### src/flash_pkg.sv
`default_nettype none

package flash_pkg;

	//////////////////////////////////////////////////////////////////////
	// Bus and protocol constants
	//////////////////////////////////////////////////////////////////////

	// Bus word address, byte address is this plus two zero bits
	localparam int FLASH_AW = 22;
	localparam int BUS_DW = 32;

	// Serial read command, sent MSB first
	localparam logic [7:0] FLASH_READ_CMD = 8'h03;

	// Idle bit, command byte, 24-bit byte address
	localparam int CMD_PIPE_W = 33;

	// Configuration data bit that gives the chip select level
	localparam int CFG_CS_BIT = 8;
	// Marker bit in read data while in user mode
	localparam int USER_FLAG_BIT = 12;

	// Cycles remaining in a transfer
	typedef logic [6:0] xfer_cnt_t;

	// Idle + command + address + 32 data bits
	localparam xfer_cnt_t READ_CYCLES = 7'd65;
	// Idle + one user byte
	localparam xfer_cnt_t CFG_CYCLES = 7'd9;

	//////////////////////////////////////////////////////////////////////
	// Bundled signals
	//////////////////////////////////////////////////////////////////////

	typedef struct packed {
		logic stb;
		logic cfg_stb;
		logic we;
		logic [FLASH_AW-1:0] addr;
		logic [BUS_DW-1:0] wdata;
	} flash_bus_req_t;

	typedef struct packed {
		logic stall;
		logic ack;
		logic [BUS_DW-1:0] rdata;
	} flash_bus_rsp_t;

	// Chip select is active low
	typedef struct packed {
		logic cs_n;
		logic sck;
		logic mosi;
	} spi_pins_t;

endpackage

`default_nettype wire

### src/flash_cmd_shifter.sv
`timescale 1ns/1ps
`default_nettype none

module flash_cmd_shifter
	import flash_pkg::*;
(
	input wire logic i_clk,
	input wire logic i_load_read,
	input wire logic i_load_cfg,
	input wire logic [FLASH_AW-1:0] i_addr,
	input wire logic [7:0] i_byte,
	output logic o_mosi
);

	// Zero padding below a user byte
	localparam int CFG_PAD_W = CMD_PIPE_W - 9;

	// MSB goes out first
	logic [CMD_PIPE_W-1:0] pipe;

	always_ff @(posedge i_clk)
	begin
		// Idle bit, read command, byte address with word alignment
		if (i_load_read)
			pipe <= {1'b0, FLASH_READ_CMD, i_addr, 2'b00};
		// Idle bit and the user byte
		else if (i_load_cfg)
			pipe <= {1'b0, i_byte, {CFG_PAD_W{1'b0}}};
		// One bit per clock, zero fill
		else
			pipe <= {pipe[CMD_PIPE_W-2:0], 1'b0};
	end

	// First bit after a load is the idle zero
	assign o_mosi = pipe[CMD_PIPE_W-1];

endmodule

`default_nettype wire

### src/flash_ctrl.sv
`timescale 1ns/1ps
`default_nettype none

module flash_ctrl
	import flash_pkg::*;
(
	input wire logic i_clk,
	input wire logic i_reset,
	input flash_bus_req_t i_req,
	output logic o_stall,
	output logic o_ack,
	output logic o_user_mode,
	output logic o_load_read,
	output logic o_load_cfg,
	output logic o_spi_cs_n,
	output logic o_spi_sck
);

	//////////////////////////////////////////////////////////////////////
	// Request decode
	//////////////////////////////////////////////////////////////////////

	logic accept_mem;
	logic accept_cfg;
	logic read_start;
	logic cfg_write;
	logic cfg_start;
	logic imm_ack;

	xfer_cnt_t xfer_cnt;
	logic cnt_last;
	logic cnt_more;

	// Clock running, also bus busy
	logic busy;
	logic ack_q;
	logic user_mode;
	logic cs_n;

	// A request is taken only while not stalled
	assign accept_mem = i_req.stb && !busy;
	assign accept_cfg = i_req.cfg_stb && !busy;

	// Memory read, only outside user mode
	assign read_start = accept_mem && !i_req.we && !user_mode;

	// Any configuration write updates user mode
	assign cfg_write = accept_cfg && i_req.we;
	// CS bit clear means exchange one byte
	assign cfg_start = cfg_write && !i_req.wdata[CFG_CS_BIT];

	// Everything else is answered on the next cycle
	assign imm_ack = (accept_mem || accept_cfg) && !read_start && !cfg_start;

	assign cnt_last = (xfer_cnt == xfer_cnt_t'(1));
	assign cnt_more = (xfer_cnt > xfer_cnt_t'(1));

	//////////////////////////////////////////////////////////////////////
	// Transfer counter
	//////////////////////////////////////////////////////////////////////

	// Cycles left until the ack, zero when idle
	always_ff @(posedge i_clk)
	begin
		if (i_reset)
			xfer_cnt <= '0;
		else if (read_start)
			xfer_cnt <= READ_CYCLES;
		else if (cfg_start)
			xfer_cnt <= CFG_CYCLES;
		else if (xfer_cnt != '0)
			xfer_cnt <= xfer_cnt - xfer_cnt_t'(1);
	end

	// Serial clock and stall share one register
	// High from the cycle after the start until the counter reaches one
	always_ff @(posedge i_clk)
	begin
		if (i_reset)
			busy <= 1'b0;
		else if (read_start || cfg_start)
			busy <= 1'b1;
		else
			busy <= cnt_more;
	end

	// End of a transfer or an immediate answer
	always_ff @(posedge i_clk)
	begin
		if (i_reset)
			ack_q <= 1'b0;
		else if (cnt_last)
			ack_q <= 1'b1;
		else
			ack_q <= imm_ack;
	end

	//////////////////////////////////////////////////////////////////////
	// User mode and chip select
	//////////////////////////////////////////////////////////////////////

	// Set by a byte write, cleared by a write with the CS bit set
	always_ff @(posedge i_clk)
	begin
		if (i_reset)
			user_mode <= 1'b0;
		else if (cfg_write)
			user_mode <= !i_req.wdata[CFG_CS_BIT];
	end

	always_ff @(posedge i_clk)
	begin
		if (i_reset)
			cs_n <= 1'b1;
		else if (read_start)
			cs_n <= 1'b0;
		else if (cfg_write)
			cs_n <= i_req.wdata[CFG_CS_BIT];
		// Held low between user bytes
		else if (user_mode)
			cs_n <= 1'b0;
		// Memory read done, release with the ack
		else if (cnt_last)
			cs_n <= 1'b1;
	end

	// Outputs
	assign o_stall = busy;
	assign o_spi_sck = busy;
	assign o_ack = ack_q;
	assign o_user_mode = user_mode;
	assign o_spi_cs_n = cs_n;

	// One-cycle loads for the command shifter
	assign o_load_read = read_start;
	assign o_load_cfg = cfg_start;

endmodule

`default_nettype wire

### src/flash_rx_shifter.sv
`timescale 1ns/1ps
`default_nettype none

module flash_rx_shifter
	import flash_pkg::*;
(
	input wire logic i_clk,
	input wire logic i_reset,
	input wire logic i_sck,
	input wire logic i_user_mode,
	input wire logic i_miso,
	output logic [BUS_DW-1:0] o_rdata
);

	// Serial clock as seen by the flash, one cycle late
	logic sck_d;
	// MSB first, newest bit at the bottom
	logic [BUS_DW-1:0] shreg;
	// Config port view of the shift register
	logic [BUS_DW-1:0] user_word;

	always_ff @(posedge i_clk)
	begin
		if (i_reset)
			sck_d <= 1'b0;
		else
			sck_d <= i_sck;
	end

	// One MISO bit per delayed clock
	always_ff @(posedge i_clk)
	begin
		if (sck_d)
			shreg <= {shreg[BUS_DW-2:0], i_miso};
	end

	// User mode shows the last byte plus the marker bit
	always_comb
	begin
		user_word = '0;
		user_word[7:0] = shreg[7:0];
		user_word[USER_FLAG_BIT] = 1'b1;
	end

	assign o_rdata = i_user_mode ? user_word : shreg;

endmodule

`default_nettype wire

### src/spi_flash_reader.sv
`timescale 1ns/1ps
`default_nettype none

module spi_flash_reader
	import flash_pkg::*;
(
	input wire logic i_clk,
	input wire logic i_reset,
	input flash_bus_req_t i_bus,
	output flash_bus_rsp_t o_bus,
	output spi_pins_t o_spi,
	input wire logic i_spi_miso
);

	// Control to datapath
	logic stall;
	logic ack;
	logic user_mode;
	logic load_read;
	logic load_cfg;
	logic spi_cs_n;
	logic spi_sck;
	logic spi_mosi;
	logic [BUS_DW-1:0] rdata;

	// Counter, chip select, clock and handshake
	flash_ctrl ctrl_i (
		.i_clk(i_clk),
		.i_reset(i_reset),
		.i_req(i_bus),
		.o_stall(stall),
		.o_ack(ack),
		.o_user_mode(user_mode),
		.o_load_read(load_read),
		.o_load_cfg(load_cfg),
		.o_spi_cs_n(spi_cs_n),
		.o_spi_sck(spi_sck)
	);

	// Outgoing command, address or user byte
	flash_cmd_shifter cmd_i (
		.i_clk(i_clk),
		.i_load_read(load_read),
		.i_load_cfg(load_cfg),
		.i_addr(i_bus.addr),
		.i_byte(i_bus.wdata[7:0]),
		.o_mosi(spi_mosi)
	);

	// Incoming flash data
	flash_rx_shifter rx_i (
		.i_clk(i_clk),
		.i_reset(i_reset),
		.i_sck(spi_sck),
		.i_user_mode(user_mode),
		.i_miso(i_spi_miso),
		.o_rdata(rdata)
	);

	// Bus response
	assign o_bus.stall = stall;
	assign o_bus.ack = ack;
	assign o_bus.rdata = rdata;

	// Flash pins
	assign o_spi.cs_n = spi_cs_n;
	assign o_spi.sck = spi_sck;
	assign o_spi.mosi = spi_mosi;

endmodule

`default_nettype wire

### config.mk
export PLATFORM = sky130hd
export DESIGN_NAME = spi_flash_reader
export DESIGN_NICKNAME = d
export VERILOG_FILES = /design/src/flash_pkg.sv /design/src/flash_cmd_shifter.sv /design/src/flash_ctrl.sv /design/src/flash_rx_shifter.sv /design/src/spi_flash_reader.sv
export SDC_FILE = /design/constraint.sdc
export NUM_CORES = 1
export LEC_CHECK = 0
export BUFFER_PORTS_ARGS = -buffer_cell sky130_fd_sc_hd__buf_2
export CAP_MARGIN = 5
export CORE_ASPECT_RATIO = 0.9
export CORE_MARGIN = 2
export CORE_UTILIZATION = 49
export DETAILED_ROUTE_END_ITERATION = 8
export PLACE_DENSITY = 0.86
export SKIP_LAST_GASP = 1
export SLEW_MARGIN = 15
export SYNTH_ARGS = -nofsm -noshare
export SYNTH_HDL_FRONTEND = slang
export SYNTH_SLANG_ARGS = --single-unit
export TNS_END_PERCENT = 50
### constraint.sdc
create_clock -name i_clk -period 1.8 [get_ports i_clk]
set_input_delay 0.09 -clock i_clk [delete_from_list [all_inputs] [get_ports i_clk]]
set_output_delay 0.09 -clock i_clk [all_outputs]
set_load 0.05 [all_outputs]
## Yosys cells after proc, flatten, opt, wreduce, memory -nomap -nowiden

Index checks and enable logic that the tools add are counted.
Widths: inputs -> output; s select.

| cells by class | value |
|---|---|
| $add $sub $neg | 1 |
| $mul | 0 |
| div/mod/pow operators | 0 |
| order comparisons | 1 |
| eq/ne operators | 1 |
| shifts and indexed selects | 0 |
| multiplexer cells | 12 |
| bitwise logic cells | 0 |
| reductions and logical operators | 23 |

Operators with widths:

| kind | number |
|---|---|
| $mux 32 | 2 |
| $mux 24 | 1 |
| $mux 7 | 3 |
| $logic_and 1x1->1 | 8 |
| $eq 7x1->1 const B | 1 |
| $gt 7x1->1 const B | 1 |
| $reduce_bool 7->1 | 1 |
| $sub 7x1->7 const B | 1 |
| $logic_not 1->1 | 6 |
| $mux 1 | 6 |
| $reduce_bool 4->1 | 1 |
| $reduce_or 2->1 | 2 |
| $reduce_bool 3->1 | 1 |
| $reduce_or 3->1 | 1 |
| $logic_or 1x1->1 | 2 |
| $reduce_bool 2->1 | 1 |

| word-level totals | value |
|---|---|
| bits in registers | 77 |
| bits in latches | 0 |
| memory bits (writable) | 0 |
| bits in read-only memories | 0 |
| bits of input ports | 60 |
| word-level logic and storage cells | 50 |
| memories | 0 |

## Depth between registers and ports, before layout

Gate-level depths: netlist of run 1.

| depth | value |
|---|---|
| word-level depth | 8 |
| gate-level depth with buffers | 5 |
| mapped depth without buffers | 5 |

## Modules after synthesis

A second synthesis of run 1 with hierarchy kept.

| second synthesis, totals | value |
|---|---|
| cells, all modules | 225 |
| area total of the unflattened synthesis | 2,911.5 um^2 |

By module, submodules not included:

| module | times used | cells an instance | area an instance (um^2) |
|---|---|---|---|
| flash_rx_shifter | 1 | 68 | 1,214.9 |
| flash_cmd_shifter | 1 | 82 | 1,016.0 |
| flash_ctrl | 1 | 70 | 643.1 |
| spi_flash_reader | 1 | 5 | 37.5 |

## Least setup slack after synthesis of run 1

Ideal clock, no wire load.

| path | value |
|---|---|
| path kind | register to output |
| from | reg ctrl_i.user_mode, in the netlist ctrl_i.o_user_mode |
| to | out o_bus[11] (netlist bit) |
| arrival time | 1.409 ns |
| data required time | 1.710 ns |
| slack | 0.301 ns |
| cell stages (with the launch flop) | 4 |
| path through | dfxtp_1 -> clkbuf_1 -> clkbuf_1 -> nor2b_1 |

RTL lines:

| element | RTL line | text |
|---|---|---|
| start, declared | flash_ctrl.sv:37 | `logic user_mode;` |
| start signal, assigned | flash_ctrl.sv:108 | `user_mode <= !i_req.wdata[CFG_CS_BIT];` |
| end, declared | spi_flash_reader.sv:10 | `output flash_bus_rsp_t o_bus,` |

==> results of run 1 <==
[sequential cells by signal (all words and copies together) (netlist names)]
name / cells
ctrl_i.o_ack: 1
ctrl_i.o_spi_sck: 1
ctrl_i.o_user_mode: 1
ctrl_i.o_spi_cs_n: 1
rx_i.shreg: 32
rx_i.sck_d: 1
cmd_i.pipe: 31
ctrl_i.xfer_cnt: 7
[power by group]
part	switching, mW	total, mW	internal (mW)
Combinational	1.26	1.97	0.705
Clock	0.587	1.22	0.632
Sequential	0.239	2.57	2.33
[area by class of cell]
cell class	count	area share
Sequential cell	75	0.499
Inverter	6	0.00616
Clock buffer	10	0.0349
Tap cell	70	0.0240
Multi-Input combinational cell	122	0.221
Timing Repair Buffer	111	0.200
Clock inverter	6	0.0154
[worst max-delay path by stage]
stage	from	end	slack, ns	cells after the start
2_1_floorplan	ctrl_i.o_user_mode$_SDFFE_PP0N_	o_bus[11]	0.30	3
3_3_place_gp	ctrl_i.xfer_cnt[0]$_SDFFE_PP0P_	ctrl_i.xfer_cnt[3]$_SDFFE_PP0P_	0.37	5
3_5_place_dp	ctrl_i.xfer_cnt[0]$_SDFFE_PP0P_	ctrl_i.xfer_cnt[1]$_SDFFE_PP0P_	0.35	5
4_1_cts	ctrl_i.o_user_mode$_SDFFE_PP0N_	o_bus[12]	0.26	3
5_1_grt	ctrl_i.xfer_cnt[0]$_SDFFE_PP0P_	ctrl_i.xfer_cnt[1]$_SDFFE_PP0P_	0.20	5
6_report	ctrl_i.o_user_mode$_SDFFE_PP0N_	o_bus[12]	0.30	3
[per-stage QoR]
| stage | power, mW | utilization |
|---|---|---|
| after floorplan | 4.18 | - |
| after global placement | 4.43 | 0.560 |
| after detailed placement | 4.50 | 0.560 |
| after CTS | 5.80 | 0.649 |
| after global routing | 6.10 | 0.649 |
| final | 5.76 | 0.649 |
[cell families after synthesis]
logic type,count (synthesis),share of synthesized area
flops,75,0.646
simple gates,72,0.139
compound gates,42,0.117
buf+inv,31,0.0688
xor+xnor,5,0.0155
fa+ha+maj,3,0.0133
[layer usage]
metal | global-route usage | routed length, um | part of all wire
met4 | 0.0629 | 59 | 0.010
met1 | 0.239 | 2530 | 0.45
met2 | 0.290 | 2870 | 0.51
met5 | 0 | 0 | 0
met3 | 0.0628 | 215 | 0.038
[what timing repair did]
action	4_1_cts	5_1_grt
endpoints found under the hold margin	32	0
hold buffers	32	0
gates resized for setup	0	0
[worst reg2reg max path: stages (launching register included)]
cell       delay, ns
dfxtp_1         0.43
inv_1           0.12
ha_1            0.21
nand3_1         0.21
nor2_1          0.09
a2111oi_2       0.32
[placed cells by master, fill, tap and decap left out, types with 2 or more instances in the layout]
| cell type | instances |
|---|---|
| nand3_1 | 5 |
| xnor2_1 | 3 |
| nor2_1 | 11 |
| ha_1 | 3 |
| xor2_1 | 2 |
| a31oi_1 | 2 |
| a21oi_1 | 7 |
| or3b_1 | 2 |
| nand2_1 | 17 |
| buf_4 | 6 |
| dlygate4sd3_1 | 32 |
| o21bai_1 | 2 |
| buf_2 | 73 |
| and2_1 | 3 |
| nor2b_1 | 25 |
| nand3b_1 | 3 |
| clkinv_2 | 4 |
| a22o_1 | 21 |
| edfxtp_1 | 32 |
| clkbuf_8 | 9 |
| dfxtp_1 | 43 |
| inv_1 | 6 |
| a311oi_1 | 2 |
==> summary.txt, run 1 <==
Logic synthesis
  – Synthesized flop and latch total: 75
  – Cells after Synth: 228
  – Synthesized area per cell: 12.4 um^2
  – Sequential area share after synthesis: 0.646
  – Largest cells by area after synthesis: edfxtp_1, dfxtp_1, a22o_1
  – Distinct cell type count after synthesis: 35
  – Post-synth EDFFs: 32
  – YS warnings: 0
  – Post-synth top area cell: edfxtp_1
  – Cell Area, Synth: 0.00282 mm^2
  – Asr flop ratio synth: 0
  – Syn nets: 291
  – Most numerous cell in the Yosys netlist: dfxtp_1
  – Top cell type's share of synthesized area: 0.341
  – Synth Flop Type: dfxtp_1
  – Synth cell count leaders: dfxtp_1, edfxtp_1, nor2b_1

Critical path
  – Setup slack, reg-to-reg: 0.33 ns
  – Buffers and inverters on the worst path: 2
  – Worst Path Required: 1.71 ns
  – R2R depth: 5
  – Reg-to-reg critical path endpoint: ctrl_i.xfer_cnt[1]$_SDFFE_PP0P_
  – Cell chain of the critical path: buf_4 -> or2_2 -> buf_2
  – Reg2reg start: ctrl_i.xfer_cnt[0]$_SDFFE_PP0P_
  – Slowest cell on the critical path: or2_2
  – CP Max Fanout: 29
  – Top delay family on crit path: buffers and inverters
  – Worst setup SP type: flip-flop
  – CP max stage delay: 0.32 ns
  – Crit Path Class: reg2out
  – Data arrival time of the worst path: 1.41 ns
  – CP Capture Type: output pin

Placed design
  – RePlAce Congestion: 0.746
  – Placed cell count: 352
  – Place WS: 0.349 ns
  – HPWL Detailed: 3350 um
  – Dpl cell area: 0.00315 mm^2
  – I/O Buffers: 73

Power
  – Lkg Pwr: 1.57 nW
  – VDD IR max: 0.967 mV
  – Power Dens Cells: 1580 mW/mm^2

Timing
  – Min Hold Slack: 0.0830 ns
  – Min Clock Period, post-route: 1.50 ns
  – Final Setup Violations: 0
  – Rel. slew slack: 0.731
  – Final Hold Viols: 0
  – Setup ws final: 0.295 ns
  – Slew Viols, Final: 0
  – RSZ-0062 raised after global routing: no
  – Tcrit/Tclk final: 0.836
  – Layout Skew: 0.0107 ns
  – Fmax achieved: 665 MHz
  – Final TNS setup: 0 ns
  – Worst-Margin Slew: 0.404 ns

Clocking
  – Clock sink count: 75
  – Clk slew on worst S/H paths: 0.08 ns
  – TritonCTS clock tree: built
  – CTS Buf Count: 9
  – Root buf cell: clkbuf_8
  – Worst-Skew Late Latency: 0.34 ns
  – CTS HTree Levels: 3
  – Max Root-Sink Buffers: 2
  – Setup bufs post-CTS: 0

Cells and area
  – Non-filler cells, final: 400
  – Cell area after layout: 0.00365 mm^2
  – Fillers: 438
  – Diodes inserted: 0
  – Register area: 0.00182 mm^2
  – Area growth from synthesis to layout: 29.5%
  – Multi-input logic area: 807 um^2
  – Nets@finish: 388
  – Layout cells sized above 1: 0.297

Global routing
  – Total track usage: 0.184
  – Largest net degree at the start of global routing: 33
  – Vias in the first global route: 1943
  – First-pass GRT wire length: 9170 um
  – Initial antenna violation count: 0
  – Grt ovf: 0

Route
  – Total Routed Length: 5670 um
  – Vias: 2026
  – TritonRoute pass-1 iters: 4
  – WL/cell: 14.2 um
  – Via density: 5.07
  – ANT nets after route: 0
  – 1st-iter DRT viols: 151
  – Post-route DRC violation count: 0

Floorplanning
  – Die Y: 76.0 um
  – Die area: 0.00638 mm^2
  – Rows: 26
  – Ports: 97
  – Die Wd: 84.0 um
  – Initial Util: 0.501
  – Core area: 0.00563 mm^2

Min path
  – HP Class: in2reg
  – Hold Path Sink: rx_i.sck_d$_SDFF_PP0_
  – HP Start: i_reset
  – Hold depth: 2

Status
  – Status: finished clean

Run
  – Number of max-cap violations: 0
(Power assumes the default switching activity.)
==> run 2: changes to the inputs <==
--- a/config.mk
+++ b/config.mk
@@ -5,13 +5,14 @@
 export SDC_FILE = /design/constraint.sdc
 export NUM_CORES = 1
 export LEC_CHECK = 0
+export ABC_AREA = 1
 export BUFFER_PORTS_ARGS = -buffer_cell sky130_fd_sc_hd__buf_2
 export CAP_MARGIN = 5
 export CORE_ASPECT_RATIO = 0.9
 export CORE_MARGIN = 2
-export CORE_UTILIZATION = 49
+export CORE_UTILIZATION = 50
 export DETAILED_ROUTE_END_ITERATION = 8
-export PLACE_DENSITY = 0.86
+export PLACE_DENSITY = 0.87
 export SKIP_LAST_GASP = 1
 export SLEW_MARGIN = 15
 export SYNTH_ARGS = -nofsm -noshare
==> constraint.sdc (replaced) <==
create_clock -name i_clk -period 1.4 [get_ports i_clk]
set_input_delay 0.07 -clock i_clk [delete_from_list [all_inputs] [get_ports i_clk]]
set_output_delay 0.07 -clock i_clk [all_outputs]
set_load 0.05 [all_outputs]
==> run 2 against run 1 <==
Net effect: the run now ends with design-rule violations left; flip-flop and latch count did not move; total power rose by 41%; register-to-register slack got worse by 0.28 ns; clock skew fell by 0.0047 ns; via count rose by 15%; clock power rose by 44%; critical path depth rose by 3; utilization rose by 2.8 points; largest power group unchanged.
==> summary.txt, run 2 <==
Critical path
  – Worst Path Required: 1.67 ns (was 1.71 ns)
  – CP Max Fanout: 10 (was 29)
  – Data arrival time of the worst path: 1.62 ns (was 1.41 ns)
  – CP Capture Type: flip-flop (was output pin)
  – Worst setup SP type: flip-flop (unchanged)
  – Crit Path Class: reg2reg (was reg2out)

Power
  – Power Dens Cells: 2080 mW/mm^2 (was 1580 mW/mm^2)
  – Comb pwr share: 0.371 (was 0.342)
  – Sequential share of power: 0.412 (was 0.446)
  – Switching Share: 0.389 (was 0.363)
  – Clk pwr share: 0.217 (was 0.212)
  – Int Pwr: 4.95 mW (was 3.67 mW)
  – VDD IR max: 0.991 mV (was 0.967 mV)
  – Switching power: 3.15 mW (was 2.09 mW)
  – Lkg Pwr: 1.88 nW (was 1.57 nW)

Timing
  – Final Setup Violations: 0 (unchanged)
  – Layout Skew: 0.00592 ns (was 0.0107 ns)
  – RSZ-0062 raised after global routing: yes (was no)
  – Slew Viols, Final: 0 (unchanged)
  – Rel. slew slack: 0.763 (was 0.731)
  – Final Hold Viols: 0 (unchanged)
  – Min Hold Slack: 0.00143 ns (was 0.0830 ns)
  – Min Clock Period, post-route: 1.35 ns
  – Worst-Margin Slew: 0.355 ns (was 0.404 ns)
  – Fmax achieved: 742 MHz
  – Tcrit/Tclk final: 0.963
  – Setup ws final: 0.0517 ns (was 0.295 ns)

Min path
  – HP Class: in2reg (unchanged)

Route
  – TritonRoute pass-1 iters: 6 (was 4)
  – ANT nets after route: 0 (unchanged)
  – Total Routed Length: 6260 um (was 5670 um)
  – Max layer used: met4 (unchanged)
  – 1st-iter DRT viols: 142 (was 151)
  – Post-route DRC violation count: 5 (was 0)
  – Routed wl met3: 384 um (was 215 um)
  – WL/cell: 12.8 um (was 14.2 um)
  – Wire length on met2: 3210 um (was 2870 um)
  – M1 WL: 2480 um (was 2530 um)
  – Via density: 4.79 (was 5.07)
  – Vias: 2338 (was 2026)

Global routing
  – Total track usage: 0.203 (was 0.184)
  – Grt ovf: 0 (unchanged)
  – Largest net degree at the start of global routing: 33 (unchanged)
  – Vias in the first global route: 2284 (was 1943)
  – First-pass GRT wire length: 10300 um (was 9170 um)
  – Initial antenna violation count: 0 (unchanged)

Cells and area
  – Most frequent cells in the layout: nand2_1, buf_2, nor2_1 (was buf_2, dfxtp_1, dlygate4sd3_1, edfxtp_1, nor2b_1)
  – Nets@finish: 476 (was 388)
  – Layout cells sized above 1: 0.282 (was 0.297)
  – Fillers: 453 (was 438)
  – Max reg flops: 32 (unchanged)
  – Diodes inserted: 0 (unchanged)
  – Area growth from synthesis to layout: 29.5% (about the same)
  – Register bank with the most flops: rx_i.shreg (unchanged)
  – Cell area after layout: 0.00390 mm^2 (was 0.00365 mm^2)
  – Top flop regs: rx_i.shreg (32), cmd_i.pipe (31), ctrl_i.xfer_cnt (7) (unchanged)
  – Commonest non-fill, non-tap cell in the layout: nand2_1 (was buf_2)

Clocking
  – CTS Buf Count: 9 (unchanged)
  – Clock sink count: 75 (unchanged)
  – Root buf cell: clkbuf_8 (unchanged)
  – CTS HTree Levels: 3 (unchanged)
  – Clk slew on worst S/H paths: 0.07 ns (was 0.08 ns)
  – TritonCTS clock tree: built (unchanged)
  – Max Root-Sink Buffers: 2 (unchanged)
  – Worst-Skew Late Latency: 0.35 ns (was 0.34 ns)

Logic synthesis
  – Post-synth EDFFs: 32 (unchanged)
  – Cells after Synth: 314 (was 228)
  – Cell Area, Synth: 0.00301 mm^2 (was 0.00282 mm^2)
  – Most numerous cell in the Yosys netlist: nand2_1 (was dfxtp_1)
  – Synth cell count leaders: nand2_1, nor2_1, dfxtp_1 (was dfxtp_1, edfxtp_1, nor2b_1)
  – YS warnings: 0 (unchanged)
  – Top cell type's share of synthesized area: 0.319 (was 0.341)
  – Asr flop ratio synth: 0 (unchanged)
  – Distinct cell type count after synthesis: 31 (was 35)
  – Synthesized flop and latch total: 75 (unchanged)
  – Largest cells by area after synthesis: edfxtp_1, dfxtp_1, nand2_1 (was edfxtp_1, dfxtp_1, a22o_1)
  – Sequential area share after synthesis: 0.605 (was 0.646)
  – Post-synth top area cell: edfxtp_1 (unchanged)
  – Synthesized area per cell: 9.59 um^2 (was 12.4 um^2)
  – Syn nets: 377 (was 291)
  – Synth Flop Type: dfxtp_1 (unchanged)

Placed design
  – RePlAce Congestion: 0.827 (was 0.746)
  – HPWL Detailed: 3740 um (was 3350 um)
  – I/O Buffers: 73 (unchanged)
  – Place WS: 0.0886 ns (was 0.349 ns)
  – Dpl cell area: 0.00334 mm^2 (was 0.00315 mm^2)

Status
  – Failing checks: design-rule violations
  – Status: complete, but fails checks (was finished clean)

Run
  – Number of max-cap violations: 0 (unchanged)

Floorplanning
  – Die Y: 77.6 um (was 76.0 um)
  – Rows: 26 (unchanged)
  – Initial Util: 0.523 (was 0.501)
  – Ports: 97 (unchanged)
  – Core area: 0.00576 mm^2 (was 0.00563 mm^2)
  – Die Wd: 85.8 um (was 84.0 um)
  – Die area: 0.00666 mm^2 (was 0.00638 mm^2)
-- run 2: cell types whose count changed after synthesis, sizes merged, moves of 3 or more --
cell and delta:
o21ai +5, nand3 +4, nor2 +39, nor2b -25, a22o -21, nand4 +3
nand2 +76, and2 -3, inv +29
-- run 2: power by group through the flow --
| stage | sequential [mW] | combinational (mW) | clock [mW] |
|---|---|---|---|
| finish | 3.33 | 3.01 | 1.76 |
| global route | 3.41 | 3.27 | 1.89 |
| CTS | 3.33 | 2.97 | 1.79 |
| detailed placement | 3.38 | 2.84 | 0 |
| global placement | 3.34 | 2.75 | 0 |
| floorplan | 3.35 | 2.38 | 0 |
-- run 2: final timing paths --
| check | start | endpoint | slack, ns | depth (start not counted) |
|---|---|---|---|---|
| min | i_bus[6] | cmd_i.pipe[30]$_SDFF_PP0_ | 0.001 | 3 |
| min reg2reg | cmd_i.pipe[12]$_DFF_P_ | cmd_i.pipe[13]$_DFF_P_ | 0.42 | 2 |
| max | ctrl_i.o_spi_sck$_SDFF_PP0_ | cmd_i.pipe[27]$_SDFF_PP0_ | 0.05 | 6 |
| max reg2reg | ctrl_i.o_spi_sck$_SDFF_PP0_ | cmd_i.pipe[27]$_SDFF_PP0_ | 0.05 | 6 |
-- run 2: kinds of logic (layout without fill, tap and decap cells) --
group / Yosys count / after routing / share of synthesized area
flip-flops: 75 / 75 / 0.605
AND/OR/NAND/NOR: 160 / 161 / 0.242
AO/OA/AOI/OAI: 15 / 15 / 0.0283
buffers and inverters: 59 / 162 / 0.107
XOR/XNOR: 2 / 2 / 0.00582
adder cells (fa/ha/maj): 3 / 3 / 0.0125
-- run 2: cell type report --
class / count / area (um^2) / area share
clock buffer: 11 / 131 / 0.0337
sequential: 75 / 1830 / 0.468
multi-input combinational: 181 / 882 / 0.226
tap: 70 / 87.6 / 0.0225
timing repair buffer: 111 / 763 / 0.196
clock inverter: 5 / 77.6 / 0.0199
inverter: 35 / 131 / 0.0337
-- run 2: what timing repair did --
item,CTS,global route
resized for setup,6,0
pin swaps,0,1
cloned,0,1
hold buffers,31,0
setup endpoints to repair,24,3
endpoints found under the hold margin,33,0
setup buffers,1,0
-- run 2: critical path: stages (launching register included) --
cell and delay (ns):
dfxtp_1 0.34, inv_2 0.14, nand3_2 0.13, nor2_4 0.22, buf_4 0.23, nor2_1 0.07, nor2_1 0.14
-- run 2: routing by layer --
metal / vias up / global-route usage
met2: 84 / 0.351
met5: - / 0
met1: 1075 / 0.226
met4: 0 / 0.0825
li1: 1159 / -
met3: 20 / 0.0734
-- run 2: stage by stage --
| step | power, mW | cells | TNS [ns] | utilization |
|---|---|---|---|---|
| finish | 8.10 | 488 | 0 | 0.677 |
| floorplan | 5.73 | 314 | 0 | - |
| global placement | 6.09 | 439 | 0 | 0.581 |
| detailed placement | 6.22 | 439 | 0 | 0.581 |
| CTS | 8.09 | 487 | 0 | 0.675 |
| global route | 8.57 | 488 | -0.0124 | 0.677 |
